File: src/design/bus_defs.svh
`ifndef BUS_DEFS_SVH
`define BUS_DEFS_SVH

// Bus widths
`define WB_ADDR_W 32
`define WB_DATA_W 32
`define WB_SEL_W 4

// Words per on-chip memory window
`define RAM_WORDS 1024

// Memory windows, 4 MB each
`define RAM0_BASE 32'h8000_0000
`define RAM1_BASE 32'h8040_0000
`define RAM_MASK 32'hFFC0_0000

// Core-local timer window, 1 MB
`define CLINT_BASE 32'h0200_0000
`define CLINT_MASK 32'hFFF0_0000

// Timer register offsets inside the window
`define CLINT_MTIMECMP_LO 32'h0000_4000
`define CLINT_MTIMECMP_HI 32'h0000_4004
`define CLINT_MTIME_LO 32'h0000_BFF8
`define CLINT_MTIME_HI 32'h0000_BFFC

`endif

File: src/design/wb_bus_pkg.sv
`include "bus_defs.svh"

package wb_bus_pkg;

    // Bus payload vectors
    typedef logic [`WB_ADDR_W-1:0] wb_addr_t;
    typedef logic [`WB_DATA_W-1:0] wb_data_t;
    typedef logic [`WB_SEL_W-1:0]  wb_sel_t;

    // Owner of the shared bus
    typedef enum logic [1:0] {
        MST_NONE = 2'd0,
        MST_INST = 2'd1,
        MST_DATA = 2'd2
    } master_id_e;

endpackage

File: src/design/memory_map_pkg.sv
package memory_map_pkg;

    // Decoded target of the granted request
    typedef enum logic [1:0] {
        SEL_RAM0  = 2'd0,
        SEL_RAM1  = 2'd1,
        SEL_CLINT = 2'd2,
        SEL_NONE  = 2'd3
    } slave_sel_e;

    // Timer register picked by the window offset
    typedef enum logic [1:0] {
        REG_MTIMECMP_LO = 2'd0,
        REG_MTIMECMP_HI = 2'd1,
        REG_MTIME_LO    = 2'd2,
        REG_MTIME_HI    = 2'd3
    } clint_reg_e;

endpackage

File: src/design/wb_if.sv
`timescale 1ns/1ps

interface wb_if import wb_bus_pkg::*; ();

    // Request side
    wb_addr_t adr;
    wb_data_t dat_w;
    logic     we;
    wb_sel_t  sel;
    logic     stb;
    logic     cyc;

    // Response side
    wb_data_t dat_r;
    logic     ack;
    logic     err;

    modport master (
        output adr, dat_w, we, sel, stb, cyc,
        input  dat_r, ack, err
    );

    modport slave (
        input  adr, dat_w, we, sel, stb, cyc,
        output dat_r, ack, err
    );

endinterface

File: src/design/clint_timer.sv
`timescale 1ns/1ps
`include "bus_defs.svh"

module clint_timer import wb_bus_pkg::*, memory_map_pkg::*; (
    input  logic sys_clk,
    input  logic sys_rst,
    wb_if.slave  bus_s,
    output logic timer_irq_o
);

    logic [63:0] mtime;
    logic [63:0] mtimecmp;
    wb_addr_t    offset;
    clint_reg_e  reg_sel;
    logic        reg_hit;
    wb_data_t    rd_word;
    wb_data_t    rd_q;
    logic        ack_q;
    logic        access;

    // Byte-lane merge of a 32-bit half
    function automatic wb_data_t merge_bytes(wb_data_t old_w, wb_data_t new_w, wb_sel_t sel);
        wb_data_t res;
        res = old_w;
        for (int b = 0; b < `WB_SEL_W; b++) begin
            if (sel[b]) begin
                res[8*b +: 8] = new_w[8*b +: 8];
            end
        end
        return res;
    endfunction

    // Offset inside the timer window
    assign offset = bus_s.adr & ~`CLINT_MASK;

    always_comb begin
        reg_hit = 1'b1;
        reg_sel = REG_MTIME_LO;
        case (offset)
            `CLINT_MTIMECMP_LO: reg_sel = REG_MTIMECMP_LO;
            `CLINT_MTIMECMP_HI: reg_sel = REG_MTIMECMP_HI;
            `CLINT_MTIME_LO:    reg_sel = REG_MTIME_LO;
            `CLINT_MTIME_HI:    reg_sel = REG_MTIME_HI;
            default:            reg_hit = 1'b0;
        endcase
    end

    // Read mux, unknown offsets read zero
    always_comb begin
        case (reg_sel)
            REG_MTIMECMP_LO: rd_word = mtimecmp[31:0];
            REG_MTIMECMP_HI: rd_word = mtimecmp[63:32];
            REG_MTIME_LO:    rd_word = mtime[31:0];
            default:         rd_word = mtime[63:32];
        endcase
        if (!reg_hit) begin
            rd_word = '0;
        end
    end

    assign access = bus_s.cyc & bus_s.stb & ~ack_q;

    always_ff @(posedge sys_clk or posedge sys_rst) begin
        if (sys_rst) begin
            mtime    <= '0;
            mtimecmp <= '1;
            ack_q    <= 1'b0;
        end else begin
            // Free-running, bus writes ignored
            mtime <= mtime + 64'd1;
            ack_q <= access;
            if (access && bus_s.we && reg_hit) begin
                if (reg_sel == REG_MTIMECMP_LO) begin
                    mtimecmp[31:0] <= merge_bytes(mtimecmp[31:0], bus_s.dat_w, bus_s.sel);
                end else if (reg_sel == REG_MTIMECMP_HI) begin
                    mtimecmp[63:32] <= merge_bytes(mtimecmp[63:32], bus_s.dat_w, bus_s.sel);
                end
            end
        end
    end

    // Read data captured with the ack
    always_ff @(posedge sys_clk) begin
        if (access) begin
            rd_q <= rd_word;
        end
    end

    assign bus_s.dat_r = rd_q;
    assign bus_s.ack   = ack_q;
    assign bus_s.err   = 1'b0;

    // Level interrupt
    assign timer_irq_o = (mtime >= mtimecmp);

endmodule

File: src/flat_wrapper.sv
// flat-port wrapper written by rule: the top's interface ports become plain ports
module clint_timer_flat import wb_bus_pkg::*, memory_map_pkg::*;
  (sys_clk, sys_rst, timer_irq_o, bus_s_adr, bus_s_dat_w, bus_s_we, bus_s_sel, bus_s_stb, bus_s_cyc, bus_s_dat_r, bus_s_ack, bus_s_err);
  wb_if bus_s_i ();
  input  logic sys_clk;
  input  logic sys_rst;
  output logic timer_irq_o;
  input wire logic [$bits(bus_s_i.adr)-1:0] bus_s_adr;
  input wire logic [$bits(bus_s_i.dat_w)-1:0] bus_s_dat_w;
  input wire logic [$bits(bus_s_i.we)-1:0] bus_s_we;
  input wire logic [$bits(bus_s_i.sel)-1:0] bus_s_sel;
  input wire logic [$bits(bus_s_i.stb)-1:0] bus_s_stb;
  input wire logic [$bits(bus_s_i.cyc)-1:0] bus_s_cyc;
  output wire logic [$bits(bus_s_i.dat_r)-1:0] bus_s_dat_r;
  output wire logic [$bits(bus_s_i.ack)-1:0] bus_s_ack;
  output wire logic [$bits(bus_s_i.err)-1:0] bus_s_err;
  assign bus_s_i.adr = bus_s_adr;
  assign bus_s_i.dat_w = bus_s_dat_w;
  assign bus_s_i.we = bus_s_we;
  assign bus_s_i.sel = bus_s_sel;
  assign bus_s_i.stb = bus_s_stb;
  assign bus_s_i.cyc = bus_s_cyc;
  assign bus_s_dat_r = bus_s_i.dat_r;
  assign bus_s_ack = bus_s_i.ack;
  assign bus_s_err = bus_s_i.err;
  clint_timer u_core (.sys_clk(sys_clk), .sys_rst(sys_rst), .bus_s(bus_s_i), .timer_irq_o(timer_irq_o));
endmodule
File: config.mk
export PLATFORM = sky130hd
export DESIGN_NAME = clint_timer_flat
export DESIGN_NICKNAME = d
export VERILOG_FILES = /design/src/design/wb_bus_pkg.sv /design/src/design/memory_map_pkg.sv /design/src/design/wb_if.sv /design/src/design/clint_timer.sv /design/src/flat_wrapper.sv
export VERILOG_INCLUDE_DIRS = /design/src /design/src/design
export SDC_FILE = /design/constraint.sdc
export NUM_CORES = 1
export LEC_CHECK = 0
export BUFFER_PORTS_ARGS = -buffer_cell sky130_fd_sc_hd__buf_2
export CAP_MARGIN = 15
export CORE_ASPECT_RATIO = 0.75
export CORE_MARGIN = 10
export CORE_UTILIZATION = 53
export CTS_CLUSTER_SIZE = 25
export DETAILED_ROUTE_END_ITERATION = 10
export HOLD_SLACK_MARGIN = 0.08
export PLACE_DENSITY = 0.88
export SLEW_MARGIN = 20
export SYNTH_ARGS = -nofsm -noshare
export SYNTH_HDL_FRONTEND = slang
export SYNTH_SLANG_ARGS = --single-unit
File: constraint.sdc
create_clock -name sys_clk -period 3.6 [get_ports sys_clk]
set_clock_uncertainty 0.2 [all_clocks]
set_input_delay 0 -clock sys_clk [delete_from_list [all_inputs] [get_ports sys_clk]]
set_output_delay 0 -clock sys_clk [all_outputs]
set_load 0.05 [all_outputs]
# == Word level (Yosys, flattened, before mapping) ==
# Cells that the tools add are included.
# W data, S select, Z words.
# word_totals
wordCells,38
in_bits,73
ff_bits,161
output_inout_bits,35
# classes
bitwise_logic,4
mux,3
magnitude_cmp,1
n_reduce_logical,12
n_eq_ne,6
n_addsub,1
# op_table
cell,count
$pmux W32 S3,1
$add A64 B1 Y64 const B,1
$ge A64 B64 Y1,1
$eq A20 B15 Y1 const B,2
$eq A20 B16 Y1 const B,2
$reduce_and A4 Y1,4
$reduce_and A3 Y1,4
$pmux W2 S3,1
$reduce_or A4 Y1,1
$and A1 B1 Y1,2
$eq A2 B1 Y1 const B,1
$eq A2 B2 Y1 const B,1
$logic_and A1 B1 Y1,2
$logic_not A2 Y1,1
$not A1 Y1,2
$mux W1,1

# == Logic depth before layout (Yosys ltp) ==
# depth
ltp_word,5
depth_mapped,9
depth_no_buf,8

# == Worst setup path before layout ==
# OpenSTA, ideal clock, no wires.
# synth_path
kind,reg2reg
start,"register u_core.ack_q, in the netlist u_core.bus_s.ack"
end,register u_core.mtimecmp[0]
synth_period_minus_slack_ns,3.499
path_slack_ns,0.101
path_buffers,0
setup_ns,0.082
path_stages_with_launch,5
required_time_ns,3.318
arrival_time_ns,3.217
path_cell_list,dfrtp_1 nor2_1 nand4_1 nor2_1 mux2_2
# synth_between
elab_chain_cells,5
# synth_rtl
item,line,source
start: declaration,clint_timer.sv:18,logic ack_q;
start signal: assignment,clint_timer.sv:71,ack_q <= access;
$not A1 Y1,clint_timer.sv:61,assign access = bus_s.cyc & bus_s.stb & ~ack_q;
$and A1 B1 Y1,clint_timer.sv:61,
net u_core.access,clint_timer.sv:19,logic access;
$logic_and A1 B1 Y1 (2 in a row),clint_timer.sv:72,if (access && bus_s.we && reg_hit) begin
$reduce_and A3 Y1 (no source line),-,
end signal: assignment,clint_timer.sv:74,"mtimecmp[31:0] <= merge_bytes(mtimecmp[31:0], bus_s.dat_w, bus_s.sel);"
end: declaration,clint_timer.sv:12,logic [63:0] mtimecmp;
# The timed path passes the listed nets, and every way through them passes these cells.
# A chain may end at the register's enable or synchronous reset.

# == Worst setup path in the final report ==
# layout_path
start,input port bus_s_stb
end,register u_core.mtimecmp[7]
# layout_between
elab_chain_cells,5
# layout_rtl
item,line,source
start: declaration,flat_wrapper.sv:12,input wire logic [$bits(bus_s_i.stb)-1:0] bus_s_stb;
$and A1 B1 Y1 (2 in a row),clint_timer.sv:61,
net u_core.access,clint_timer.sv:19,
$logic_and A1 B1 Y1 (2 in a row),clint_timer.sv:72,
$reduce_and A3 Y1 (no source line),-,
# The timed path passes the listed nets, and every way through them passes these cells.

==> flow_summary.toml <==
[power_and_ir_drop]
p_per_area_nw_per_um2 = 368
p_leak_uw = 0.00468
finalPower_uw = 3930
max-vdd-ir-drop_uv = 325

[critical_path]
cp_cell_sequence = "dlygate4sd3_1 -> buf_2 -> nand2_1 -> dlygate4sd3_1 -> nor2_4 -> nand4_1 -> dlygate4sd3_1 -> nor2_1 -> buf_4 -> mux2_2 -> dlygate4sd3_1"
critPathLaunch = "bus_s_stb"
critPathMaxStageDelay_ns = 0.60
start_kind = "input pin"
worstPathArrival_ns = 3.44
setup.worst_path.end_class = "flip-flop"
worstPathRequired_ns = 3.77
critPathMaxFanout = 8
worstReg2RegStart = "u_core.mtime[2]"
slowest_stage = "dlygate4sd3_1"
crit_top_cell = "dlygate4sd3_1"
path_class = "in -> reg"

[clocking]
htree_num_levels = 4
cts_tree = "yes"
cts_buffers = 17
clock_latency_ns = 0.45
clock-sinks = 161
root_buffer = "clkbuf_16"
clockBufferDepth = 2
path_clk_slew_ns = 0.07

[synthesis]
syn_area_sq_um = 8870
synth_ff_type = "dfrtp_1"
synth_edf_count = 32
synth_warnings = 0
synthArstFlopShare = 0.801
yosysSeqAreaShare = 0.481
avgSynthCellArea_sq_um = 11.0
ys_types = 55
syn_nets = 947
synth_seq_cells = 161
synthCells = 809

[die]
fp.dieH_um = 132
rows = 40
die-area_sq_um = 22400
die_x_um = 169
pin_count = 108
start_util = 0.547
coreArea_sq_um = 16200

[finish]
syn_to_final_growth_pct = 20.5
drive_above_1_share = 0.269
nets = 1094
post-route-util = 0.659
fin_area_sq_um = 10700
fillers = 1219
final_common_cell = "buf_2"
layout_common_cells = "buf_2 (94), nand2_1 (70), inv_1 (69)"

[flow_run]
drv_cap = 0

[grt]
antenna_found_initial = 2
grt_usage = 0.208
grt_max_degree = 73
first_global_vias = 7306
grt_first_pass_wirelength_um = 37800
overflow = 0

[timing]
setup_viol = 0
setup_tns_ns = 0
finalCriticalPeriod_ns = 3.27
rsz0062_at_grt = "false"
timing.final.ws_setup_ns = 0.330
relSlewSlack = 0.389
tightest_slew_ns = 0.917
fin_crit_sh = 0.908
hold_viol = 0
max_freq_mhz = 306
maxSlewViolCount = 0

[route]
routed-via-count = 7015
ant_nets = 0
drtIter0Drc = 727
drcViolationCount = 0
totalWireLength_um = 23200
via_per_inst = 5.94
wl_per_cell_um = 19.7
first_pass_iters = 7

[placed_design]
preCtsSetupSlack_ns = 0.806
place_congestion = 0.891
place_area_sq_um = 9570
dp_hpwl_um = 15900
io_buffers = 94

[min_path]
hold_path.class = "in -> async"

[status]
outcome = "complete, no violations"
[per-layer routing]
layer  track usage  routed length, um  up-vias  part of all wire
li1              -                  -     3233                 -
met1         0.273              10000     3434              0.43
met2         0.313              10500      293              0.45
met3        0.0575               2100       53             0.091
met4        0.0900                630        2             0.027
met5             0                 13        -           0.00056
[metrics by stage]
stage,instances,hold WS [ns]
5_1_grt,1180,0.158
6_report,1180,0.117
3_3_place_gp,1093,0.0330
2_1_floorplan,809,-0.0666
4_1_cts,1177,0.132
3_5_place_dp,1093,0.0422
[critical path: cells and delay by family]
kind          cells  cell delay (ns)
buf+inv           6             2.59
simple gates      4             0.51
mux               1             0.34
[power breakdown]
part	leakage [uW]	internal [uW]	total, uW	switching, uW
clock	0.000287	1100	1850	744
sequential	0.00186	1880	1880	3.25
combinational	0.00253	72.7	210	137
total	0.00468	3050	3930	885
[Yosys cell counts, drive strengths merged, types with 2 or more instances]
library cell / count / area share
inv: 70 / 0.030
nand2: 70 / 0.030
dfrtp: 65 / 0.18
ha: 65 / 0.092
dfstp: 64 / 0.19
mux2: 64 / 0.081
xnor2: 42 / 0.041
nand4: 38 / 0.027
nor2: 35 / 0.015
edfxtp: 32 / 0.11
o21ai: 32 / 0.018
nand3: 26 / 0.015
a22o: 25 / 0.025
a22oi: 25 / 0.021
clkbuf: 23 / 0.0097
xor2: 20 / 0.020
a21oi: 18 / 0.010
a221oi: 17 / 0.017
and3: 13 / 0.0092
a21o: 9 / 0.0076
and4: 8 / 0.0080
nor3: 8 / 0.0056
nor4: 7 / 0.0073
a211oi: 4 / 0.0034
buf: 4 / 0.0047
or3: 4 / 0.0030
nand2b: 2 / 0.0014
nor2b: 2 / 0.0023
o211ai: 2 / 0.0017
[layout make-up]
cell class	count	area, sq um	share of cell area
Antenna cell	1	2.50	0.000234
Clock buffer	21	450	0.0421
Clock inverter	11	136	0.0128
Inverter	70	265	0.0248
Multi-Input combinational cell	551	4230	0.396
Sequential cell	161	4270	0.399
Tap cell	210	263	0.0246
Timing Repair Buffer	155	1070	0.100
[path summary, 6_finish.rpt]
check                                 endpoint  slack, ns  depth (start not counted)
max                         u_core.mtimecmp[7]       0.33                         11
min                            u_core.mtime[2]       0.12                          3
max reg2reg                   u_core.mtime[63]       0.73                          6
min reg2reg                   u_core.mtime[63]       0.32                          1
max in group asynchronous  u_core.mtimecmp[29]       2.21                          4
min in group sys_clk       u_core.mtimecmp[16]       0.13                          3
[sequential cells by signal (all words and copies together), names as in the netlist]
signal and cells:
u_core.bus_s.ack 1, u_core.mtime 64, u_core.bus_s.dat_r 32, u_core.mtimecmp 64
[cell families after synthesis]
kind of cell	count (synthesis)	share of synthesized area
AO/OA/AOI/OAI	140	0.111
XOR/XNOR	62	0.0612
adder cells (fa/ha/maj)	65	0.0917
buffers and inverters	97	0.0440
flip-flops	161	0.481
multiplexers	64	0.0812
other	1	0.000423
AND/OR/NAND/NOR	219	0.129
[timing repair]
item | in CTS | in global routing
hold buffers | 52 | 0
endpoints found under the hold margin | 155 | 0
gates resized for setup | 0 | 0
setup endpoints to repair | 0 | 1
buffers inserted | 0 | 2
Power figures use the tool's default switching activity.
