<file path="config.mk">
export PLATFORM = sky130hd
export DESIGN_NAME = wb_addr_decoder_flat
export DESIGN_NICKNAME = d
export VERILOG_FILES = /design/src/design/wb_bus_pkg.sv /design/src/design/memory_map_pkg.sv /design/src/design/wb_if.sv /design/src/design/wb_addr_decoder.sv /design/src/flat_wrapper.sv
export VERILOG_INCLUDE_DIRS = /design/src /design/src/design
export SDC_FILE = /design/constraint.sdc
export NUM_CORES = 1
export LEC_CHECK = 0
export ABC_AREA = 1
export BUFFER_PORTS_ARGS = -buffer_cell sky130_fd_sc_hd__buf_4
export CORE_AREA = 2 2 162 164
export DETAILED_ROUTE_END_ITERATION = 12
export DIE_AREA = 0 0 164 166
export PLACE_DENSITY = 0.41
export SETUP_SLACK_MARGIN = 0.3
export SLEW_MARGIN = 20
export SYNTH_ARGS = -nofsm -noshare
export SYNTH_HDL_FRONTEND = slang
export SYNTH_SLANG_ARGS = --single-unit
</file>
<file path="constraint.sdc">
create_clock -name sys_clk -period 1.7 [get_ports sys_clk]
set_clock_uncertainty 0.1 [all_clocks]
set_input_delay 0.34 -clock sys_clk [delete_from_list [all_inputs] [get_ports sys_clk]]
set_output_delay 0.34 -clock sys_clk [all_outputs]
set_load 0.1 [all_outputs]
</file>
<file path="src/design/bus_defs.svh">
`ifndef BUS_DEFS_SVH
`define BUS_DEFS_SVH

// Bus widths
`define WB_ADDR_W 32
`define WB_DATA_W 32
`define WB_SEL_W 4

// Words per on-chip memory window
`define RAM_WORDS 1024

// Memory windows, 4 MB each
`define RAM0_BASE 32'h8000_0000
`define RAM1_BASE 32'h8040_0000
`define RAM_MASK 32'hFFC0_0000

// Core-local timer window, 1 MB
`define CLINT_BASE 32'h0200_0000
`define CLINT_MASK 32'hFFF0_0000

// Timer register offsets inside the window
`define CLINT_MTIMECMP_LO 32'h0000_4000
`define CLINT_MTIMECMP_HI 32'h0000_4004
`define CLINT_MTIME_LO 32'h0000_BFF8
`define CLINT_MTIME_HI 32'h0000_BFFC

`endif

</file>
<file path="src/design/wb_bus_pkg.sv">
`include "bus_defs.svh"

package wb_bus_pkg;

    // Bus payload vectors
    typedef logic [`WB_ADDR_W-1:0] wb_addr_t;
    typedef logic [`WB_DATA_W-1:0] wb_data_t;
    typedef logic [`WB_SEL_W-1:0]  wb_sel_t;

    // Owner of the shared bus
    typedef enum logic [1:0] {
        MST_NONE = 2'd0,
        MST_INST = 2'd1,
        MST_DATA = 2'd2
    } master_id_e;

endpackage

</file>
<file path="src/design/memory_map_pkg.sv">
package memory_map_pkg;

    // Decoded target of the granted request
    typedef enum logic [1:0] {
        SEL_RAM0  = 2'd0,
        SEL_RAM1  = 2'd1,
        SEL_CLINT = 2'd2,
        SEL_NONE  = 2'd3
    } slave_sel_e;

    // Timer register picked by the window offset
    typedef enum logic [1:0] {
        REG_MTIMECMP_LO = 2'd0,
        REG_MTIMECMP_HI = 2'd1,
        REG_MTIME_LO    = 2'd2,
        REG_MTIME_HI    = 2'd3
    } clint_reg_e;

endpackage

</file>
<file path="src/design/wb_if.sv">
`timescale 1ns/1ps

interface wb_if import wb_bus_pkg::*; ();

    // Request side
    wb_addr_t adr;
    wb_data_t dat_w;
    logic     we;
    wb_sel_t  sel;
    logic     stb;
    logic     cyc;

    // Response side
    wb_data_t dat_r;
    logic     ack;
    logic     err;

    modport master (
        output adr, dat_w, we, sel, stb, cyc,
        input  dat_r, ack, err
    );

    modport slave (
        input  adr, dat_w, we, sel, stb, cyc,
        output dat_r, ack, err
    );

endinterface

</file>
<file path="src/design/wb_addr_decoder.sv">
`timescale 1ns/1ps
`include "bus_defs.svh"

module wb_addr_decoder import wb_bus_pkg::*, memory_map_pkg::*; (
    input logic sys_clk,
    input logic sys_rst,
    wb_if.slave  bus_s,
    wb_if.master bus_ram0,
    wb_if.master bus_ram1,
    wb_if.master bus_clint
);

    slave_sel_e slv_sel;
    logic       req;
    logic       err_q;

    // Window hit under base and mask
    function automatic logic win_hit(wb_addr_t a, wb_addr_t base, wb_addr_t mask);
        return (a & mask) == base;
    endfunction

    always_comb begin
        if (win_hit(bus_s.adr, `RAM0_BASE, `RAM_MASK)) begin
            slv_sel = SEL_RAM0;
        end else if (win_hit(bus_s.adr, `RAM1_BASE, `RAM_MASK)) begin
            slv_sel = SEL_RAM1;
        end else if (win_hit(bus_s.adr, `CLINT_BASE, `CLINT_MASK)) begin
            slv_sel = SEL_CLINT;
        end else begin
            slv_sel = SEL_NONE;
        end
    end

    assign req = bus_s.cyc & bus_s.stb;

    // Payload broadcast to every slave
    assign bus_ram0.adr   = bus_s.adr;
    assign bus_ram0.dat_w = bus_s.dat_w;
    assign bus_ram0.we    = bus_s.we;
    assign bus_ram0.sel   = bus_s.sel;
    assign bus_ram1.adr   = bus_s.adr;
    assign bus_ram1.dat_w = bus_s.dat_w;
    assign bus_ram1.we    = bus_s.we;
    assign bus_ram1.sel   = bus_s.sel;
    assign bus_clint.adr   = bus_s.adr;
    assign bus_clint.dat_w = bus_s.dat_w;
    assign bus_clint.we    = bus_s.we;
    assign bus_clint.sel   = bus_s.sel;

    // Strobe and cycle only to the hit window
    assign bus_ram0.stb  = bus_s.stb & (slv_sel == SEL_RAM0);
    assign bus_ram0.cyc  = bus_s.cyc & (slv_sel == SEL_RAM0);
    assign bus_ram1.stb  = bus_s.stb & (slv_sel == SEL_RAM1);
    assign bus_ram1.cyc  = bus_s.cyc & (slv_sel == SEL_RAM1);
    assign bus_clint.stb = bus_s.stb & (slv_sel == SEL_CLINT);
    assign bus_clint.cyc = bus_s.cyc & (slv_sel == SEL_CLINT);

    // Own error pulse for unmapped addresses
    always_ff @(posedge sys_clk or posedge sys_rst) begin
        if (sys_rst) begin
            err_q <= 1'b0;
        end else begin
            err_q <= req & (slv_sel == SEL_NONE) & ~err_q;
        end
    end

    // Response merge, address is still held in the ack cycle
    always_comb begin
        case (slv_sel)
            SEL_RAM0:  bus_s.dat_r = bus_ram0.dat_r;
            SEL_RAM1:  bus_s.dat_r = bus_ram1.dat_r;
            SEL_CLINT: bus_s.dat_r = bus_clint.dat_r;
            default:   bus_s.dat_r = '0;
        endcase
    end

    assign bus_s.ack = bus_ram0.ack | bus_ram1.ack | bus_clint.ack;
    assign bus_s.err = err_q | bus_ram0.err | bus_ram1.err | bus_clint.err;

endmodule

</file>
<file path="src/flat_wrapper.sv">
// flat-port wrapper written by rule: the top's interface ports become plain ports
module wb_addr_decoder_flat import wb_bus_pkg::*, memory_map_pkg::*;
  (sys_clk, sys_rst, bus_s_adr, bus_s_dat_w, bus_s_we, bus_s_sel, bus_s_stb, bus_s_cyc, bus_s_dat_r, bus_s_ack, bus_s_err, bus_ram0_adr, bus_ram0_dat_w, bus_ram0_we, bus_ram0_sel, bus_ram0_stb, bus_ram0_cyc, bus_ram0_dat_r, bus_ram0_ack, bus_ram0_err, bus_ram1_adr, bus_ram1_dat_w, bus_ram1_we, bus_ram1_sel, bus_ram1_stb, bus_ram1_cyc, bus_ram1_dat_r, bus_ram1_ack, bus_ram1_err, bus_clint_adr, bus_clint_dat_w, bus_clint_we, bus_clint_sel, bus_clint_stb, bus_clint_cyc, bus_clint_dat_r, bus_clint_ack, bus_clint_err);
  wb_if bus_s_i ();
  wb_if bus_ram0_i ();
  wb_if bus_ram1_i ();
  wb_if bus_clint_i ();
  input logic sys_clk;
  input logic sys_rst;
  input wire logic [$bits(bus_s_i.adr)-1:0] bus_s_adr;
  input wire logic [$bits(bus_s_i.dat_w)-1:0] bus_s_dat_w;
  input wire logic [$bits(bus_s_i.we)-1:0] bus_s_we;
  input wire logic [$bits(bus_s_i.sel)-1:0] bus_s_sel;
  input wire logic [$bits(bus_s_i.stb)-1:0] bus_s_stb;
  input wire logic [$bits(bus_s_i.cyc)-1:0] bus_s_cyc;
  output wire logic [$bits(bus_s_i.dat_r)-1:0] bus_s_dat_r;
  output wire logic [$bits(bus_s_i.ack)-1:0] bus_s_ack;
  output wire logic [$bits(bus_s_i.err)-1:0] bus_s_err;
  output wire logic [$bits(bus_ram0_i.adr)-1:0] bus_ram0_adr;
  output wire logic [$bits(bus_ram0_i.dat_w)-1:0] bus_ram0_dat_w;
  output wire logic [$bits(bus_ram0_i.we)-1:0] bus_ram0_we;
  output wire logic [$bits(bus_ram0_i.sel)-1:0] bus_ram0_sel;
  output wire logic [$bits(bus_ram0_i.stb)-1:0] bus_ram0_stb;
  output wire logic [$bits(bus_ram0_i.cyc)-1:0] bus_ram0_cyc;
  input wire logic [$bits(bus_ram0_i.dat_r)-1:0] bus_ram0_dat_r;
  input wire logic [$bits(bus_ram0_i.ack)-1:0] bus_ram0_ack;
  input wire logic [$bits(bus_ram0_i.err)-1:0] bus_ram0_err;
  output wire logic [$bits(bus_ram1_i.adr)-1:0] bus_ram1_adr;
  output wire logic [$bits(bus_ram1_i.dat_w)-1:0] bus_ram1_dat_w;
  output wire logic [$bits(bus_ram1_i.we)-1:0] bus_ram1_we;
  output wire logic [$bits(bus_ram1_i.sel)-1:0] bus_ram1_sel;
  output wire logic [$bits(bus_ram1_i.stb)-1:0] bus_ram1_stb;
  output wire logic [$bits(bus_ram1_i.cyc)-1:0] bus_ram1_cyc;
  input wire logic [$bits(bus_ram1_i.dat_r)-1:0] bus_ram1_dat_r;
  input wire logic [$bits(bus_ram1_i.ack)-1:0] bus_ram1_ack;
  input wire logic [$bits(bus_ram1_i.err)-1:0] bus_ram1_err;
  output wire logic [$bits(bus_clint_i.adr)-1:0] bus_clint_adr;
  output wire logic [$bits(bus_clint_i.dat_w)-1:0] bus_clint_dat_w;
  output wire logic [$bits(bus_clint_i.we)-1:0] bus_clint_we;
  output wire logic [$bits(bus_clint_i.sel)-1:0] bus_clint_sel;
  output wire logic [$bits(bus_clint_i.stb)-1:0] bus_clint_stb;
  output wire logic [$bits(bus_clint_i.cyc)-1:0] bus_clint_cyc;
  input wire logic [$bits(bus_clint_i.dat_r)-1:0] bus_clint_dat_r;
  input wire logic [$bits(bus_clint_i.ack)-1:0] bus_clint_ack;
  input wire logic [$bits(bus_clint_i.err)-1:0] bus_clint_err;
  assign bus_s_i.adr = bus_s_adr;
  assign bus_s_i.dat_w = bus_s_dat_w;
  assign bus_s_i.we = bus_s_we;
  assign bus_s_i.sel = bus_s_sel;
  assign bus_s_i.stb = bus_s_stb;
  assign bus_s_i.cyc = bus_s_cyc;
  assign bus_s_dat_r = bus_s_i.dat_r;
  assign bus_s_ack = bus_s_i.ack;
  assign bus_s_err = bus_s_i.err;
  assign bus_ram0_adr = bus_ram0_i.adr;
  assign bus_ram0_dat_w = bus_ram0_i.dat_w;
  assign bus_ram0_we = bus_ram0_i.we;
  assign bus_ram0_sel = bus_ram0_i.sel;
  assign bus_ram0_stb = bus_ram0_i.stb;
  assign bus_ram0_cyc = bus_ram0_i.cyc;
  assign bus_ram0_i.dat_r = bus_ram0_dat_r;
  assign bus_ram0_i.ack = bus_ram0_ack;
  assign bus_ram0_i.err = bus_ram0_err;
  assign bus_ram1_adr = bus_ram1_i.adr;
  assign bus_ram1_dat_w = bus_ram1_i.dat_w;
  assign bus_ram1_we = bus_ram1_i.we;
  assign bus_ram1_sel = bus_ram1_i.sel;
  assign bus_ram1_stb = bus_ram1_i.stb;
  assign bus_ram1_cyc = bus_ram1_i.cyc;
  assign bus_ram1_i.dat_r = bus_ram1_dat_r;
  assign bus_ram1_i.ack = bus_ram1_ack;
  assign bus_ram1_i.err = bus_ram1_err;
  assign bus_clint_adr = bus_clint_i.adr;
  assign bus_clint_dat_w = bus_clint_i.dat_w;
  assign bus_clint_we = bus_clint_i.we;
  assign bus_clint_sel = bus_clint_i.sel;
  assign bus_clint_stb = bus_clint_i.stb;
  assign bus_clint_cyc = bus_clint_i.cyc;
  assign bus_clint_i.dat_r = bus_clint_dat_r;
  assign bus_clint_i.ack = bus_clint_ack;
  assign bus_clint_i.err = bus_clint_err;
  wb_addr_decoder u_core (.sys_clk(sys_clk), .sys_rst(sys_rst), .bus_s(bus_s_i), .bus_ram0(bus_ram0_i), .bus_ram1(bus_ram1_i), .bus_clint(bus_clint_i));
endmodule
</file>
After elaboration in Yosys (flattened, before gate mapping)
Index checks and enable logic that the tools add are counted.
W data, S select, Z words.
{"block": "word_totals", "word_cells": 27, "output_inout_bits": 247, "ff_bits": 1, "input_bits": 175}
{"block": "op_classes", "n_eq_ne": 6, "bitwise_logic": 15, "n_reduce_logical": 1, "mux": 4}
{"operator": "$pmux W32 S3", "n": 1}
{"operator": "$eq A10 B10 Y1 const B", "n": 2}
{"operator": "$eq A12 B6 Y1 const B", "n": 1}
{"operator": "$and A1 B1 Y1", "n": 9}
{"operator": "$or A1 B1 Y1", "n": 5}
{"operator": "$eq A2 B2 Y1 const B", "n": 2}
{"operator": "$mux W2", "n": 2}
{"operator": "$eq A2 B1 Y1 const B", "n": 1}
{"operator": "$logic_not A2 Y1", "n": 1}
{"operator": "$mux W1", "n": 1}
{"operator": "$not A1 Y1", "n": 1}

Logic depth before layout (Yosys ltp)
Gate-level depths: netlist of run 1.
{"block": "depth", "ltp_word": 7, "ltp_mapped": 9, "ltp_nobuf": 8}

Least setup slack after synthesis of run 1
Ideal clock, no wire load.
{"block": "synth_timing", "path_kind": "input port to output port", "startpoint": "input port bus_s_adr[29]", "endpoint": "output port bus_s_dat_r[15]", "required_ps": 1260, "arrival_time_ps": 2349, "stages": 6, "path_slack_ps": -1089, "path_cell_list": "nor2_2 -> nand3_2 -> a21oi_4 -> nor2_4 -> buf_6 -> nor2_1"}
{"block": "synth_between", "elab_chain_len": 6}
{"item": "start, declared", "line_no": "flat_wrapper.sv:10", "text": "input wire logic [$bits(bus_s_i.adr)-1:0] bus_s_adr;"}
{"item": "$eq A12 B6 Y1", "line_no": "wb_addr_decoder.sv:19", "text": "return (a & mask) == base;"}
{"item": "$mux W1", "line_no": "wb_addr_decoder.sv:27", "text": "end else if (win_hit(bus_s.adr, `CLINT_BASE, `CLINT_MASK)) begin"}
{"item": "$mux W2", "line_no": "wb_addr_decoder.sv:25", "text": "end else if (win_hit(bus_s.adr, `RAM1_BASE, `RAM_MASK)) begin"}
{"item": "$mux W2 (*)", "line_no": "wb_addr_decoder.sv:23", "text": "if (win_hit(bus_s.adr, `RAM0_BASE, `RAM_MASK)) begin"}
{"item": "$eq A2 B2 Y1 (tied with other cells)", "line_no": "wb_addr_decoder.sv:69", "text": "case (slv_sel)"}
{"item": "$pmux W32 S3 (*)", "line_no": "wb_addr_decoder.sv:69"}
{"item": "end, declared", "line_no": "flat_wrapper.sv:16", "text": "output wire logic [$bits(bus_s_i.dat_r)-1:0] bus_s_dat_r;"}
Mark *: on every way between the ends. The rest lies on a longest branch, timed or not.

Worst setup path in the final report of run 1
{"block": "layout_timing", "startpoint": "input port bus_s_adr[28]", "endpoint": "output port bus_s_dat_r[29]"}
The elaborated chain is that of the path after synthesis.

==> results_dict.tcl, run 1 <==
set metrics [dict create \
    viasPerCell 3.29 \
    critPathLaunchType "primary input" \
    yosysTopAreaCell "buf_4" \
    failed_checks "setup timing" \
    largest_reg_flops 1 \
    syn_nets 669 \
    track_usage_pct 7.76 \
    synth.area.top_cells "buf_4 (52%), nand3_1 (11%), nor2_1 (11%)" \
    seqPwrFrac_pct 2.8 \
    grt_pass1_vias 2736 \
    syn_inst 494 \
    power_density_nw_per_um2 192 \
    antenna_cells 0 \
    synth_top_area_share_pct 52.2 \
    clock_latency_ns 0 \
    cp_slowest_stage_delay_ns 0.18 \
    hold_violations 0 \
    drtAntennaViolNets 0 \
    p_switching_mw 0.567 \
    reg.largest.list "u_core.err_q (1)" \
    status "finished, violations left" \
    regMostFlops "u_core.err_q" \
    crit_start "bus_s_adr[28]" \
    coreArea_um2 25600 \
    comb_power_share_pct 97.2 \
    arrival_ns 1.69 \
    num_io_pins 422 \
    drive_gt1_share_pct 67.4 \
    reg2reg_from "u_core.err_q$_DFF_PP0_" \
    overflow 0 \
    area.sequential_um2 25.0 \
    fin_cells 856 \
    area_growth_syn_to_layout_pct 65.6 \
    cp-endpoint "bus_s_dat_r[29]" \
    finalSetupViolations 38 \
    synth-seq-cells 1 \
    fillers 2855 \
    multiInputGateArea_um2 1480 \
    die_area_um2 27200 \
    maxCapViolations 0 \
    placed_cell_area_um2 3830 \
    hold_buffers 0 \
    peakVddDrop_mv 0.191 \
    vias 2812 \
    antenna_found_initial 0 \
    utilization_pct 19.3 \
    required_ns 1.26 \
    reg2reg_slack_ns 0.80 \
    drtPass1Iterations 4 \
    avgSynthCellArea_um2 6.03 \
    die_y_um 166 \
    path_clk_slew_ns 0 \
    placedCellCount 831 \
    swShare_pct 59.7 \
    path_class "in -> out" \
    whs_ns 0.100 \
    wire_per_inst_um 14.3 \
    die_w_um 164 \
    intPower_mw 0.382 \
    fin_crit_sh_pct 126 \
    place.gp.congestion 0.708 \
    path_cells "buf_6 -> nor2_4 -> nand2_4 -> nor2_8 -> buf_4 -> clkbuf_16 -> nand3_1 -> nand2_1 -> nor2_1 -> nor2_4 -> buf_12" \
    worst_pin_slew_ns 0.274 \
    yosysUniqueCellTypes 20 \
    crit_path_end_kind "primary output" \
    p_clk_share_pct 0 \
    first_iter_violations 75 \
    rsz0062_at_grt "true" \
    fmax_mhz 468 \
    slew_headroom_pct 81.7 \
    yosysSeqAreaShare_pct 0.840 \
    nNetsFinal 698 \
    hp-class "in -> async" \
    synth_warnings 0 \
    drv_slew 0 \
    grt_max_degree 32 \
    start_util_pct 11.6 \
    fin_area_um2 4930 \
    critPathMaxFanout 15 \
    io_buffers 193 \
    wirelength_mm 12.3 \
    period_needed_ns 2.13 \
    setup_slack_ns -0.435 \
    drc_errors 0 \
    timing.rr.end "u_core.err_q$_DFF_PP0_" \
    worstRegToRegCells 2 \
    dp_hpwl_mm 8.93 \
    p_leak_nw 2.30 \
    synthesis.area_um2 2980 \
    cpMaxStageDelayCell "buf_12" \
    num_rows 59 \
    cpMostUsedCell "nor2_4" \
    grt_pass1_wl_mm 16.3 \
]
## critical path: cells and delay by family
family / cells / cell delay (ns)
buffers and inverters: 4 / 0.59
and+or+nand+nor: 7 / 0.76
## cells in the final DEF (no fill, tap or decap)
master,count
inv_4,1
nor2_4,48
nand3_2,4
inv_6,1
nand3b_1,2
nand2_4,2
a21oi_4,1
buf_8,5
or3_4,1
buf_12,55
dfrtp_1,1
inv_1,36
nand2_2,8
nor2_8,1
nand2_1,27
nor3_1,1
clkbuf_16,4
nor2_1,43
buf_6,23
inv_2,6
or4_4,1
nor2_2,22
nor3_4,1
buf_16,3
buf_4,162
nand3_4,2
nand3_1,60
## synthesized netlist by cell type (all sizes together)
cell type and n:
dfrtp 1, buf 225, nand2 37, nor3 2, inv 44, nand3b 2, or3 1, nand3 66
or4 1, a21oi 1, nor2 114
## metal layers
layer	GRT usage, %	wire length (µm)	vias up
met5	0	0	-
met4	3.09	525	0
met1	8.94	4650	1232
met2	12.9	5690	178
li1	-	-	1350
met3	2.87	1390	52
## how the worst min path moves through the flow
stage,startpoint,end
2_1_floorplan,sys_rst,u_core.err_q$_DFF_PP0_
3_3_place_gp,sys_rst,u_core.err_q$_DFF_PP0_
3_5_place_dp,sys_rst,u_core.err_q$_DFF_PP0_
4_1_cts,sys_rst,u_core.err_q$_DFF_PP0_
5_1_grt,sys_rst,u_core.err_q$_DFF_PP0_
6_report,sys_rst,u_core.err_q$_DFF_PP0_
## final cells by class
| type | instances | area share (%) |
|---|---|---|
| tap | 335 | 8.49 |
| sequential | 1 | 0.507 |
| inverter | 44 | 3.50 |
| multi-input combinational | 224 | 30.1 |
| timing repair buffer | 252 | 57.4 |
## through the flow
| step | total power, mW | setup slack, ns | TNS (ns) |
|---|---|---|---|
| 6_report | 0.949 | -0.435 | -14.64 |
| 5_1_grt | 0.995 | -0.513 | -17.62 |
| 4_1_cts | 0.946 | -0.442 | -12.66 |
| 3_5_place_dp | 0.892 | -0.634 | -16.77 |
| 3_3_place_gp | 0.891 | -0.635 | -16.94 |
| 2_1_floorplan | 2.48 | -0.313 | -10.22 |
## kinds of logic (layout without fill, tap and decap cells)
family	Yosys count	count (layout)	synth area share (%)
DFF	1	1	0.840
and+or+nand+nor	223	223	35.4
AOI/OAI and AO/OA	1	1	0.546
buffers and inverters	269	296	63.3
## repair_timing
item	CTS	global route
cloned	3	4
endpoints found under the hold margin	0	0
gates resized for setup	179	16
pin swaps	23	11
endpoints found under the setup margin	41	41
setup buffers	8	10
## power by group through the flow
stage	combinational [mW]	clock [mW]	sequential [mW]
after floorplan	2.45	0	0.0259
after global placement	0.864	0	0.0264
after detailed placement	0.866	0	0.0263
after CTS	0.919	0	0.0263
after global routing	0.969	0	0.0265
final	0.923	0	0.0264
(Power assumes the default switching activity.)
==> run 2: changes to the inputs <==
CORE_AREA = 2 2 166 168   (was 2 2 162 164)
DIE_AREA = 0 0 168 170   (was 0 0 164 166)
PLACE_DENSITY = 0.4   (was 0.41)
==> run 2 against run 1 <==
Compared with the run above: the flow still finishes with violations (setup timing); critical path depth decreased by 2; hold slack got worse by 0.016 ns; register-to-register slack about the same; total power decreased by 5.6%; routed wire length decreased by 11%; first-iteration DRC count decreased by 28%; via count decreased by 5.2%; design area decreased by 10%; maximum frequency increased by 2.0%; sequential power about the same; worst setup slack improved by 0.041 ns; cell count decreased by 2.5%; critical path type unchanged.
==> results_dict.tcl, run 2 (same netlist as run 1, synthesis figures left out) <==
set metrics [dict create \
    first_iter_violations 54 \
    antenna_cells 0 \
    dp_hpwl_mm 8.59 \
    nNetsFinal 671 \
    viasPerCell 3.19 \
    worst_pin_slew_ns 0.286 \
    setup_tns_ns -13.23 \
    track_usage_pct 6.93 \
    die_y_um 170 \
    period_needed_ns 2.09 \
    place.gp.congestion 0.689 \
    path_clk_slew_ns 0 \
    drive_gt1_share_pct 62.1 \
    drtAntennaViolNets 0 \
    timing.rr.end "u_core.err_q$_DFF_PP0_" \
    drtPass1Iterations 4 \
    drc_errors 0 \
    critPathMaxFanout 16 \
    largest_reg_flops 1 \
    io_buffers 193 \
    die_area_um2 28600 \
    grt_pass1_wl_mm 15.7 \
    place_ws_ns -0.514 \
    fin_crit_sh_pct 123 \
    hp-class "in -> async" \
    antenna_found_initial 0 \
    num_rows 60 \
    num_io_pins 422 \
    path_class "in -> out" \
    rsz0062_at_grt "true" \
    reg2reg_from "u_core.err_q$_DFF_PP0_" \
    finalSetupViolations 38 \
    finalPower_mw 0.896 \
    wire_per_inst_um 13.1 \
    maxCapViolations 0 \
    regMostFlops "u_core.err_q" \
    wirelength_mm 10.9 \
    grt_max_degree 33 \
    vias 2666 \
    critPathLaunchType "primary input" \
    start_util_pct 11.2 \
    slew_headroom_pct 81.1 \
    die_w_um 168 \
    fmax_mhz 478 \
    worstRegToRegCells 2 \
    required_ns 1.26 \
    reg.largest.list "u_core.err_q (1)" \
    setup_slack_ns -0.394 \
    power_density_nw_per_um2 202 \
    peakVddDrop_mv 0.235 \
    p_leak_nw 2.09 \
    arrival_ns 1.65 \
    clock_latency_ns 0 \
    layout_commonest_cell "buf_4" \
    area_growth_syn_to_layout_pct 48.8 \
    hold_violations 0 \
    drv_slew 0 \
    hold_buffers 0 \
    coreArea_um2 26700 \
    crit_path_end_kind "primary output" \
    overflow 0 \
    reg2reg_slack_ns 0.81 \
    status "finished, violations left" \
    crit_start "bus_s_adr[24]" \
    failed_checks "setup timing" \
    grt_pass1_vias 2815 \
    final_cell_mix "buf_4 (161), nand3_1 (63), nor2_1 (50)" \
]
run 2: cell types whose count changed in the layout (fill, tap and decap cells not counted), moves of 5 or more:
| cell | change |
|---|---|
| nor2_2 | -5 |
| buf_12 | -6 |
| nor2_1 | +7 |
| buf_6 | -13 |
| nand2_1 | +6 |
| nand2_2 | -5 |
run 2: worst max-delay path by stage:
stage	to	slack (ns)	cells past startpoint
6_report	bus_s_dat_r[3]	-0.39	9
3_3_place_gp	bus_s_dat_r[7]	-0.52	10
2_1_floorplan	bus_s_dat_r[10]	-0.31	6
5_1_grt	bus_s_dat_r[3]	-0.47	9
4_1_cts	bus_s_dat_r[22]	-0.38	9
3_5_place_dp	bus_s_dat_r[7]	-0.51	10
run 2: critical path, stage by stage:
cell	delay (ns)
buf_4	0.12
nor2_4	0.13
nand3_2	0.14
a21oi_4	0.20
buf_4	0.15
nor2_4	0.04
buf_12	0.18
nor2_4	0.13
buf_12	0.18
run 2: metrics by stage:
stage / std cells / cell area (µm²) / util (%) / hold slack (ns)
after global placement: 829 / 3740 / 14.0 / 0.0841
after global routing: 835 / 4430 / 16.6 / 0.102
after floorplan: 494 / 3310 / - / -0.0313
after CTS: 834 / 4380 / 16.4 / 0.0859
after detailed placement: 829 / 3740 / 14.0 / 0.0859
final: 835 / 4430 / 16.6 / 0.0845
run 2: per-layer routing:
layer | routed length [µm] | share of wire (%) | track usage (%)
met4 | 438 | 4.0 | 2.76
met5 | 0 | 0 | 0
met3 | 1400 | 13 | 2.88
met1 | 4150 | 38 | 7.90
met2 | 4920 | 45 | 11.5
run 2: where the power goes:
group | leakage [nW] | internal [mW] | switching [mW] | total [mW]
Combinational | 2.07 | 0.321 | 0.548 | 0.870
Clock | 0 | 0 | 0 | 0
Sequential | 0.0131 | 0.0256 | 0.000883 | 0.0264
run 2: area by class of cell:
cell class              instances  area (µm²)
inverters                      44         170
flip-flops and latches          1        25.0
repair buffers                225        2400
fillers                      3043       22200
multi-input cells             224        1410
well taps                     341         427
run 2: timing repair:
action | CTS | global route
setup buffers | 4 | 0
pin swaps | 5 | 5
endpoints found under the setup margin | 41 | 41
resized for setup | 144 | 9
cloned | 1 | 1
